File: config.mk
export PLATFORM = sky130hd
export DESIGN_NAME = core_top
export DESIGN_NICKNAME = d
export VERILOG_FILES = /design/src/core_pkg.sv /design/src/core_top.sv /design/src/core_ctrl.sv /design/src/cycle_counter.sv /design/src/alu.sv /design/src/reg_file.sv /design/src/inst_decode.sv
export VERILOG_INCLUDE_DIRS = /design/src
export SDC_FILE = /design/constraint.sdc
export NUM_CORES = 2
export LEC_CHECK = 0
export BUFFER_PORTS_ARGS = -buffer_cell sky130_fd_sc_hd__clkbuf_2
export CAP_MARGIN = 30
export CORE_UTILIZATION = 30
export CTS_CLUSTER_SIZE = 30
export DETAILED_ROUTE_END_ITERATION = 12
export GPL_ROUTABILITY_DRIVEN = 0
export REMOVE_ABC_BUFFERS = 1
export SLEW_MARGIN = 15
export SYNTH_ARGS = -nofsm -noshare
export SYNTH_HDL_FRONTEND = slang
export SYNTH_HIERARCHICAL = 1
export SYNTH_SLANG_ARGS = --single-unit
File: constraint.sdc
create_clock -name clk -period 5.8 [get_ports clk]
set_input_delay 1.74 -clock clk [delete_from_list [all_inputs] [get_ports clk]]
set_output_delay 1.74 -clock clk [all_outputs]
set_load 0.02 [all_outputs]
File: src/core_params.svh
/*
 * core constants: reset vector, register count, operation word layout,
 * alu function codes, operand-select codes and csr addresses
 * include in any file that uses one of these macros
 */
`ifndef CORE_PARAMS_SVH
`define CORE_PARAMS_SVH

// first fetch after reset
`define CORE_RESET_PC   32'h0000_0000
`define CORE_NUM_REGS   16
// addi x0, x0, 0
`define NOP_INST        32'h0000_0013
`define CSR_MCYCLE      12'hb00

// operation word bit positions
`define OPT_WEN         0
`define OPT_SRC_LO      3
`define OPT_SRC_HI      4
`define OPT_ALU_LO      5
`define OPT_ALU_HI      7
`define OPT_BRANCH      8
`define OPT_JUMP        9
`define OPT_LOAD        10
`define OPT_STORE       11
`define OPT_CSR         12
`define OPT_SUB         13
`define OPT_BNE         15

// operand pairs selected by the OPT_SRC field
`define SRC_PC_4        2'b00
`define SRC_PC_IMM      2'b01
`define SRC_RS1_RS2     2'b10
`define SRC_RS1_IMM     2'b11

// alu function codes
`define ALU_ADD         3'd0
`define ALU_AND         3'd1
`define ALU_OR          3'd2
`define ALU_XOR         3'd3
`define ALU_SLL         3'd4
`define ALU_SRL         3'd5
`define ALU_SLT         3'd6
`define ALU_PASSB       3'd7

`endif
File: src/core_pkg.sv
/*
 * shared types for the multicycle rv32e core
 * every rtl file refers to these by scoped name, core_pkg::word_t etc
 * numeric constants and the operation word layout are in core_params.svh
 */
package core_pkg;

    // data, address and instruction values
    typedef logic [31:0] word_t;

    // rv32e register index, 16 registers
    typedef logic [3:0] reg_addr_t;

    // decoded operation word, see the bit map in core_params.svh
    typedef logic [15:0] opt_t;

    // alu function select, one of the ALU_* codes
    typedef logic [2:0] alu_op_t;

    // controller phases, one instruction in flight
    typedef enum logic [2:0] {
        // bus read of the instruction at pc
        FETCH,
        // register file read settles
        DECODE,
        // alu result and branch flag latched
        EXECUTE,
        // bus access for lw / sw only
        MEM,
        // rd write and pc update
        WRITEBACK
    } ctrl_state_t;

endpackage

File: src/core_top.sv
/*
 * rv32e-subset core top level
 * decoder, register file, alu, mcycle counter and controller
 * behind one wishbone classic master port
 */
`timescale 1ns/1ps

module core_top (
    input  logic            clk,
    input  logic            rst_n,
    output logic            wb_cyc,
    output logic            wb_stb,
    output logic            wb_we,
    output core_pkg::word_t wb_adr,
    output core_pkg::word_t wb_dat_w,
    output logic [3:0]      wb_sel,
    input  core_pkg::word_t wb_dat_r,
    input  logic            wb_ack
);
    core_pkg::word_t     inst;
    core_pkg::word_t     pc;
    core_pkg::reg_addr_t rs1;
    core_pkg::reg_addr_t rs2;
    core_pkg::reg_addr_t rd;
    core_pkg::word_t     imm;
    core_pkg::opt_t      opt;
    logic [11:0]         csr_addr;
    core_pkg::word_t     rs1_data;
    core_pkg::word_t     rs2_data;
    core_pkg::word_t     alu_result;
    logic                taken;
    core_pkg::word_t     csr_data;
    logic                rd_wen;
    core_pkg::word_t     rd_data;

    inst_decode u_decode (
        .inst     (inst),
        .rs1      (rs1),
        .rs2      (rs2),
        .rd       (rd),
        .imm      (imm),
        .opt      (opt),
        .csr_addr (csr_addr)
    );

    reg_file u_regs (
        .clk    (clk),
        .rst_n  (rst_n),
        .wen    (rd_wen),
        .waddr  (rd),
        .raddr1 (rs1),
        .raddr2 (rs2),
        .wdata  (rd_data),
        .rdata1 (rs1_data),
        .rdata2 (rs2_data)
    );

    alu u_alu (
        .opt      (opt),
        .pc       (pc),
        .imm      (imm),
        .rs1_data (rs1_data),
        .rs2_data (rs2_data),
        .result   (alu_result),
        .taken    (taken)
    );

    // mcycle, the only readable csr
    cycle_counter u_mcycle (
        .clk      (clk),
        .rst_n    (rst_n),
        .csr_addr (csr_addr),
        .csr_data (csr_data)
    );

    core_ctrl u_ctrl (
        .clk        (clk),
        .rst_n      (rst_n),
        .wb_cyc     (wb_cyc),
        .wb_stb     (wb_stb),
        .wb_we      (wb_we),
        .wb_adr     (wb_adr),
        .wb_dat_w   (wb_dat_w),
        .wb_sel     (wb_sel),
        .wb_dat_r   (wb_dat_r),
        .wb_ack     (wb_ack),
        .inst       (inst),
        .pc         (pc),
        .opt        (opt),
        .rd         (rd),
        .alu_result (alu_result),
        .rs2_data   (rs2_data),
        .csr_data   (csr_data),
        .taken      (taken),
        .rd_wen     (rd_wen),
        .rd_data    (rd_data)
    );

endmodule

File: src/core_ctrl.sv
/*
 * multicycle controller
 * sequences fetch, decode, execute, mem and writeback for one instruction
 * at a time, owns the wishbone master, the pc and the instruction register
 */
`timescale 1ns/1ps
`include "core_params.svh"

module core_ctrl (
    input  logic                clk,
    input  logic                rst_n,
    output logic                wb_cyc,
    output logic                wb_stb,
    output logic                wb_we,
    output core_pkg::word_t     wb_adr,
    output core_pkg::word_t     wb_dat_w,
    output logic [3:0]          wb_sel,
    input  core_pkg::word_t     wb_dat_r,
    input  logic                wb_ack,
    output core_pkg::word_t     inst,
    output core_pkg::word_t     pc,
    input  core_pkg::opt_t      opt,
    input  core_pkg::reg_addr_t rd,
    input  core_pkg::word_t     alu_result,
    input  core_pkg::word_t     rs2_data,
    input  core_pkg::word_t     csr_data,
    input  logic                taken,
    output logic                rd_wen,
    output core_pkg::word_t     rd_data
);
    core_pkg::ctrl_state_t state;
    logic                  req;
    logic                  taken_q;
    logic                  mem_op;
    core_pkg::word_t       alu_q;
    core_pkg::word_t       load_q;
    core_pkg::word_t       store_q;
    core_pkg::word_t       pc_seq;

    assign mem_op = opt[`OPT_LOAD] | opt[`OPT_STORE];
    assign pc_seq = pc + 32'd4;

    // cyc and stb move together
    assign wb_cyc   = req;
    assign wb_stb   = req;
    assign wb_we    = (state == core_pkg::MEM) & opt[`OPT_STORE];
    // data address only during mem, pc otherwise
    assign wb_adr   = (state == core_pkg::MEM) ? alu_q : pc;
    assign wb_dat_w = store_q;
    assign wb_sel   = 4'hf;

    always_ff @(posedge clk) begin
        if (!rst_n) begin
            state   <= core_pkg::FETCH;
            req     <= 1'b0;
            taken_q <= 1'b0;
            pc      <= `CORE_RESET_PC;
            inst    <= `NOP_INST;
        end else begin
            case (state)
                core_pkg::FETCH: begin
                    // request is idle here only right after reset
                    if (!req) begin
                        req <= 1'b1;
                    end else if (wb_ack) begin
                        req   <= 1'b0;
                        inst  <= wb_dat_r;
                        state <= core_pkg::DECODE;
                    end
                end
                core_pkg::DECODE: state <= core_pkg::EXECUTE;
                core_pkg::EXECUTE: begin
                    taken_q <= taken;
                    if (mem_op) begin
                        // raise the data request on entry to mem
                        req   <= 1'b1;
                        state <= core_pkg::MEM;
                    end else begin
                        state <= core_pkg::WRITEBACK;
                    end
                end
                core_pkg::MEM: if (wb_ack) begin
                    req   <= 1'b0;
                    state <= core_pkg::WRITEBACK;
                end
                core_pkg::WRITEBACK: begin
                    // branch and jal targets come from the latched alu sum
                    pc    <= taken_q ? alu_q : pc_seq;
                    req   <= 1'b1;
                    state <= core_pkg::FETCH;
                end
                default: state <= core_pkg::FETCH;
            endcase
        end
    end

    // datapath latches
    always_ff @(posedge clk) begin
        if (state == core_pkg::EXECUTE) begin
            alu_q   <= alu_result;
            store_q <= rs2_data;
        end
        if (state == core_pkg::MEM && wb_ack && opt[`OPT_LOAD]) begin
            load_q <= wb_dat_r;
        end
    end

    assign rd_wen = (state == core_pkg::WRITEBACK) & opt[`OPT_WEN] & (rd != '0);

    // writeback source
    always_comb begin
        if (opt[`OPT_JUMP]) begin
            rd_data = pc_seq;
        end else if (opt[`OPT_LOAD]) begin
            rd_data = load_q;
        end else if (opt[`OPT_CSR]) begin
            rd_data = csr_data;
        end else begin
            rd_data = alu_q;
        end
    end

    // a request only ever stands in a bus phase
    a_stb_in_cyc: assert property (@(posedge clk) disable iff (!rst_n)
        wb_stb |-> (wb_cyc && (state == core_pkg::FETCH || state == core_pkg::MEM)));

    // request held unchanged until the slave acks
    a_req_stable: assert property (@(posedge clk) disable iff (!rst_n)
        (wb_cyc && !wb_ack) |=> ($stable(wb_adr) && $stable(wb_we) && $stable(wb_dat_w)));

endmodule

File: src/cycle_counter.sv
/*
 * free-running mcycle counter
 * counts every clock from reset, read through the csr address port
 */
`timescale 1ns/1ps
`include "core_params.svh"

module cycle_counter (
    input  logic            clk,
    input  logic            rst_n,
    input  logic [11:0]     csr_addr,
    output core_pkg::word_t csr_data
);
    core_pkg::word_t mcycle;

    // low 32 bits only, wraps silently
    always_ff @(posedge clk) begin
        if (!rst_n) begin
            mcycle <= '0;
        end else begin
            mcycle <= mcycle + 32'd1;
        end
    end

    // only mcycle is mapped, other csrs read as zero
    assign csr_data = (csr_addr == `CSR_MCYCLE) ? mcycle : '0;

endmodule

File: src/alu.sv
/*
 * combinational alu
 * operand pair picked by the OPT_SRC field, function by the alu code
 * also flags a taken branch or a jump for the pc update
 */
`timescale 1ns/1ps
`include "core_params.svh"

module alu (
    input  core_pkg::opt_t  opt,
    input  core_pkg::word_t pc,
    input  core_pkg::word_t imm,
    input  core_pkg::word_t rs1_data,
    input  core_pkg::word_t rs2_data,
    output core_pkg::word_t result,
    output logic            taken
);
    core_pkg::word_t   op_a;
    core_pkg::word_t   op_b;
    core_pkg::word_t   sum;
    core_pkg::alu_op_t func;

    // operand select
    always_comb begin
        case (opt[`OPT_SRC_HI:`OPT_SRC_LO])
            `SRC_PC_4: begin
                // nop words land here
                op_a = pc;
                op_b = 32'd4;
            end
            `SRC_PC_IMM: begin
                op_a = pc;
                op_b = imm;
            end
            `SRC_RS1_RS2: begin
                op_a = rs1_data;
                op_b = rs2_data;
            end
            default: begin
                op_a = rs1_data;
                op_b = imm;
            end
        endcase
    end

    assign func = opt[`OPT_ALU_HI:`OPT_ALU_LO];
    assign sum  = opt[`OPT_SUB] ? (op_a - op_b) : (op_a + op_b);

    always_comb begin
        case (func)
            `ALU_AND:   result = op_a & op_b;
            `ALU_OR:    result = op_a | op_b;
            `ALU_XOR:   result = op_a ^ op_b;
            // shift amount is the low five bits
            `ALU_SLL:   result = op_a << op_b[4:0];
            `ALU_SRL:   result = op_a >> op_b[4:0];
            `ALU_SLT:   result = {31'd0, $signed(op_a) < $signed(op_b)};
            `ALU_PASSB: result = op_b;
            default:    result = sum;
        endcase
    end

    // bne inverts the equality test
    assign taken = opt[`OPT_JUMP]
                 | (opt[`OPT_BRANCH] & ((rs1_data == rs2_data) ^ opt[`OPT_BNE]));

endmodule

File: src/reg_file.sv
/*
 * 16 x 32 register file, two asynchronous read ports, one write port
 * writes to x0 are dropped, so x0 reads back as zero after reset
 */
`timescale 1ns/1ps
`include "core_params.svh"

module reg_file (
    input  logic                clk,
    input  logic                rst_n,
    input  logic                wen,
    input  core_pkg::reg_addr_t waddr,
    input  core_pkg::reg_addr_t raddr1,
    input  core_pkg::reg_addr_t raddr2,
    input  core_pkg::word_t     wdata,
    output core_pkg::word_t     rdata1,
    output core_pkg::word_t     rdata2
);
    core_pkg::word_t regs [`CORE_NUM_REGS];

    always_ff @(posedge clk) begin
        if (!rst_n) begin
            for (int i = 0; i < `CORE_NUM_REGS; i++) begin
                regs[i] <= '0;
            end
        end else if (wen && waddr != '0) begin
            regs[waddr] <= wdata;
        end
    end

    // plain array reads, x0 kept zero by the write guard
    assign rdata1 = regs[raddr1];
    assign rdata2 = regs[raddr2];

    // x0 must never pick up a value from any writeback
    a_x0_zero: assert property (@(posedge clk) disable iff (!rst_n)
        ((raddr1 == '0) |-> (rdata1 == '0)) and ((raddr2 == '0) |-> (rdata2 == '0)));

endmodule

File: src/inst_decode.sv
/*
 * combinational instruction decoder
 * splits the instruction register into register indices, immediate,
 * csr address and the operation word used by alu and controller
 * anything unsupported comes out as an all-zero word, i.e. a nop
 */
`timescale 1ns/1ps
`include "core_params.svh"

module inst_decode (
    input  core_pkg::word_t     inst,
    output core_pkg::reg_addr_t rs1,
    output core_pkg::reg_addr_t rs2,
    output core_pkg::reg_addr_t rd,
    output core_pkg::word_t     imm,
    output core_pkg::opt_t      opt,
    output logic [11:0]         csr_addr
);
    logic [6:0]        opcode;
    logic [2:0]        funct3;
    logic [6:0]        funct7;
    core_pkg::word_t   imm_i;
    core_pkg::word_t   imm_s;
    core_pkg::word_t   imm_b;
    core_pkg::word_t   imm_j;
    core_pkg::word_t   imm_u;
    core_pkg::alu_op_t r_op;
    logic              r_ok;

    assign opcode = inst[6:0];
    assign funct3 = inst[14:12];
    assign funct7 = inst[31:25];

    // rv32e, low four bits of each register field
    assign rs1 = inst[18:15];
    assign rs2 = inst[23:20];
    assign rd  = inst[10:7];
    assign csr_addr = inst[31:20];

    // sign-extended immediates per format
    assign imm_i = {{20{inst[31]}}, inst[31:20]};
    assign imm_s = {{20{inst[31]}}, inst[31:25], inst[11:7]};
    assign imm_b = {{19{inst[31]}}, inst[31], inst[7], inst[30:25], inst[11:8], 1'b0};
    assign imm_j = {{11{inst[31]}}, inst[31], inst[19:12], inst[20], inst[30:21], 1'b0};
    assign imm_u = {inst[31:12], 12'b0};

    // register-register function from funct3
    always_comb begin
        r_ok = (funct7 == 7'b0000000);
        r_op = `ALU_ADD;
        case (funct3)
            3'b000: begin
                // add, or sub with funct7 = 0x20
                r_op = `ALU_ADD;
                r_ok = (funct7 == 7'b0000000) || (funct7 == 7'b0100000);
            end
            3'b001: r_op = `ALU_SLL;
            3'b010: r_op = `ALU_SLT;
            3'b100: r_op = `ALU_XOR;
            3'b101: r_op = `ALU_SRL;
            3'b110: r_op = `ALU_OR;
            3'b111: r_op = `ALU_AND;
            // sltu not supported
            default: r_ok = 1'b0;
        endcase
    end

    always_comb begin
        opt = '0;
        imm = '0;
        case (opcode)
            // addi only
            7'b0010011: if (funct3 == 3'b000) begin
                imm = imm_i;
                opt[`OPT_WEN] = 1'b1;
                opt[`OPT_SRC_HI:`OPT_SRC_LO] = `SRC_RS1_IMM;
                opt[`OPT_ALU_HI:`OPT_ALU_LO] = `ALU_ADD;
            end
            7'b0110011: if (r_ok) begin
                opt[`OPT_WEN] = 1'b1;
                opt[`OPT_SRC_HI:`OPT_SRC_LO] = `SRC_RS1_RS2;
                opt[`OPT_ALU_HI:`OPT_ALU_LO] = r_op;
                opt[`OPT_SUB] = funct7[5];
            end
            // lui, upper immediate passed through as operand b
            7'b0110111: begin
                imm = imm_u;
                opt[`OPT_WEN] = 1'b1;
                opt[`OPT_SRC_HI:`OPT_SRC_LO] = `SRC_PC_IMM;
                opt[`OPT_ALU_HI:`OPT_ALU_LO] = `ALU_PASSB;
            end
            // lw, address rs1 + imm
            7'b0000011: if (funct3 == 3'b010) begin
                imm = imm_i;
                opt[`OPT_WEN] = 1'b1;
                opt[`OPT_LOAD] = 1'b1;
                opt[`OPT_SRC_HI:`OPT_SRC_LO] = `SRC_RS1_IMM;
                opt[`OPT_ALU_HI:`OPT_ALU_LO] = `ALU_ADD;
            end
            // sw
            7'b0100011: if (funct3 == 3'b010) begin
                imm = imm_s;
                opt[`OPT_STORE] = 1'b1;
                opt[`OPT_SRC_HI:`OPT_SRC_LO] = `SRC_RS1_IMM;
                opt[`OPT_ALU_HI:`OPT_ALU_LO] = `ALU_ADD;
            end
            // beq / bne, alu forms the target pc + imm
            7'b1100011: if (funct3[2:1] == 2'b00) begin
                imm = imm_b;
                opt[`OPT_BRANCH] = 1'b1;
                opt[`OPT_BNE] = funct3[0];
                opt[`OPT_SRC_HI:`OPT_SRC_LO] = `SRC_PC_IMM;
                opt[`OPT_ALU_HI:`OPT_ALU_LO] = `ALU_ADD;
            end
            // jal, link value pc + 4 comes from the controller
            7'b1101111: begin
                imm = imm_j;
                opt[`OPT_WEN] = 1'b1;
                opt[`OPT_JUMP] = 1'b1;
                opt[`OPT_SRC_HI:`OPT_SRC_LO] = `SRC_PC_IMM;
                opt[`OPT_ALU_HI:`OPT_ALU_LO] = `ALU_ADD;
            end
            // csrrs rd, csr, x0 as a plain csr read
            7'b1110011: if (funct3 == 3'b010 && inst[19:15] == 5'd0) begin
                opt[`OPT_WEN] = 1'b1;
                opt[`OPT_CSR] = 1'b1;
            end
            default: ;
        endcase
    end

endmodule

==> impl_metrics.json <==
{
  "final_hold_viol_count": 0,
  "cts_made_buffers": 81,
  "hp-class": "flip-flop to flip-flop",
  "detailedRoute.firstIterationViolations": 6669,
  "timing.slew.headroom": 0.2870,
  "critPathMaxStageDelay_ns": 0.68,
  "detail_route.drc_violations": 0,
  "post-dp-hpwl_um": 132300,
  "ctsResizeCount": 0,
  "worstMarginPinSlew_ns": 1.070,
  "avgSynthCellArea_um2": 11.12,
  "worst_hold_path.num_cells": 1,
  "clockBufferDepth": 3,
  "post-route-cell-area_um2": 52780,
  "critPathBufInv": 4,
  "post-route-period-util": 0.9506,
  "worst_clock_skew_ns": 0.07764,
  "largest_net_degree_at_the_start_of_global_routing": 65,
  "finalCriticalPeriod_ns": 5.513,
  "status": "finished clean",
  "clk_transition_reported_paths_ns": 0.07,
  "worst_setup_path_start_kind": "flip-flop",
  "tritoncts": "yes",
  "drv.max_cap_violation_count": 0,
  "floorplan.io_pins": 106,
  "finish.net_count": 4357,
  "number_of_h_tree_levels": 3,
  "viasPerCell": 6.092,
  "initial_utilization": 0.3018,
  "area.growth.synth_to_final_pct": 13.66,
  "postCtsSetupRepairBufs": 0,
  "grt.total_usage": 0.2352,
  "chipHeight_um": 395.4,
  "post_route_cells_drive_above_1_share": 0.2179,
  "first_pass_grt_wire_length_um": 266200,
  "path_depth": 16,
  "vias_in_the_first_global_route": 35730,
  "p_per_area_nw_per_um2": 303.9,
  "grt-ovfl-total": 0,
  "detail_route.first_pass.iterations": 9,
  "crit_arrival_ns": 5.85,
  "peakVddDrop_v": 0.0002419,
  "final_antenna_net_count": 0,
  "detail_route.wirelength_um": 190900,
  "timing_max_transition_violations_final": 0,
  "fillCellCount": 15200,
  "final.setup.tns_ns": 0,
  "worstSkewPairLatency_ns": 0.74,
  "fp.dieW_um": 395.4,
  "core_area_um2": 153900,
  "vias": 38550,
  "dieArea_um2": 156400,
  "worst-setup-path-type": "flip-flop to flip-flop",
  "ff2ff_path_depth": 16,
  "worst_path_maximum_fanout": 26,
  "report.final.setup_viol": 0,
  "slowest_stage": "a221oi_1",
  "fmaxAchievable_mhz": 181.4,
  "post_dp_cell_area_um2": 50060,
  "setup.worst_path.end_class": "flip-flop",
  "grt_antenna_before_repair": 18,
  "layout.cells.most_common_list": "edfxtp_1 (608), and2_1 (523), nand2_1 (305)",
  "io_buffers": 101,
  "clkSinkCount": 709,
  "cts_hold_repair.buffers": 0,
  "netlist_area_um2": 46430,
  "layout.cells.most_common": "edfxtp_1",
  "std_cell_rows": 144,
  "hold_ws_ns": 0.4689,
  "postLayoutCoreUtil": 0.3430,
  "postSynthCellCount": 4174,
  "required_ns": 6.13,
  "timing.critical_path.max_delay_family": "simple AND/OR/NAND/NOR gates",
  "unrepaired_setup_endpoints_after_global_routing": "no",
  "worst_path_cell_chain": "or3b_2, a21oi_4, inv_1, nand2_1, buf_4, nand3b_4, nand2_4, inv_2, buf_4, mux2i_1, nand2_1, nand2_1, mux2i_1, mux2i_1, a221oi_1, nand3_1",
  "ys_warn_count": 6,
  "cts.root.buffer_cell": "clkbuf_16",
  "power.static_leakage_uw": 0.01862,
  "wire_per_inst_um": 30.16
}
## sequential cells by signal (all words and copies together), names as in the netlist
name / flops
u_ctrl/state: 3
u_mcycle/mcycle: 32
u_ctrl/wb_dat_w: 32
u_ctrl/taken_q: 1
u_ctrl/inst: 32
u_ctrl/wb_cyc: 1
u_ctrl/pc: 32
u_ctrl/alu_q: 32
u_ctrl/load_q: 32
u_regs/regs: 512
## final timing paths
kind	start	end	slack, ns
setup / recovery	u_ctrl/inst[4]	u_ctrl/alu_q[15]	0.29
hold / removal	u_mcycle/mcycle[0]	u_mcycle/mcycle[0]	0.47
setup reg to reg	u_ctrl/inst[4]	u_ctrl/alu_q[15]	0.29
hold reg to reg	u_mcycle/mcycle[0]	u_mcycle/mcycle[0]	0.47
## through the flow
step | total power, uW | std cells | setup slack [ns]
floorplan | 8932 | 3821 | -5.959
global placement | 10650 | 6160 | 0.5168
CTS | 15800 | 6316 | 0.4906
detailed placement | 10670 | 6173 | 0.4934
global route | 16400 | 6326 | 0.05812
finish | 16040 | 6328 | 0.2867
## power breakdown
| group | total (uW) | internal [uW] | switching [uW] |
|---|---|---|---|
| combinational | 4990 | 1690 | 3300 |
| clock | 5160 | 2870 | 2300 |
| sequential | 5890 | 5730 | 159 |
## area by class of cell
| cell class | instances | area [um^2] | share of cell area |
|---|---|---|---|
| Clock inverter | 44 | 402.9 | 0.007634 |
| Tap cell | 2044 | 2557 | 0.04846 |
| Multi-Input combinational cell | 2992 | 24430 | 0.4629 |
| Clock buffer | 99 | 2178 | 0.04127 |
| Inverter | 120 | 450.4 | 0.008535 |
| Timing Repair Buffer | 317 | 2454 | 0.04649 |
| Sequential cell | 709 | 20300 | 0.3846 |
| Antenna cell | 3 | 7.507 | 0.0001422 |
## routing by layer
metal	track usage	wire, um
met3	0.07563	27400
met4	0.1072	11050
met2	0.3433	79820
met5	0	49
met1	0.3151	72550
No activity file was read; power rests on OpenSTA's default activity.
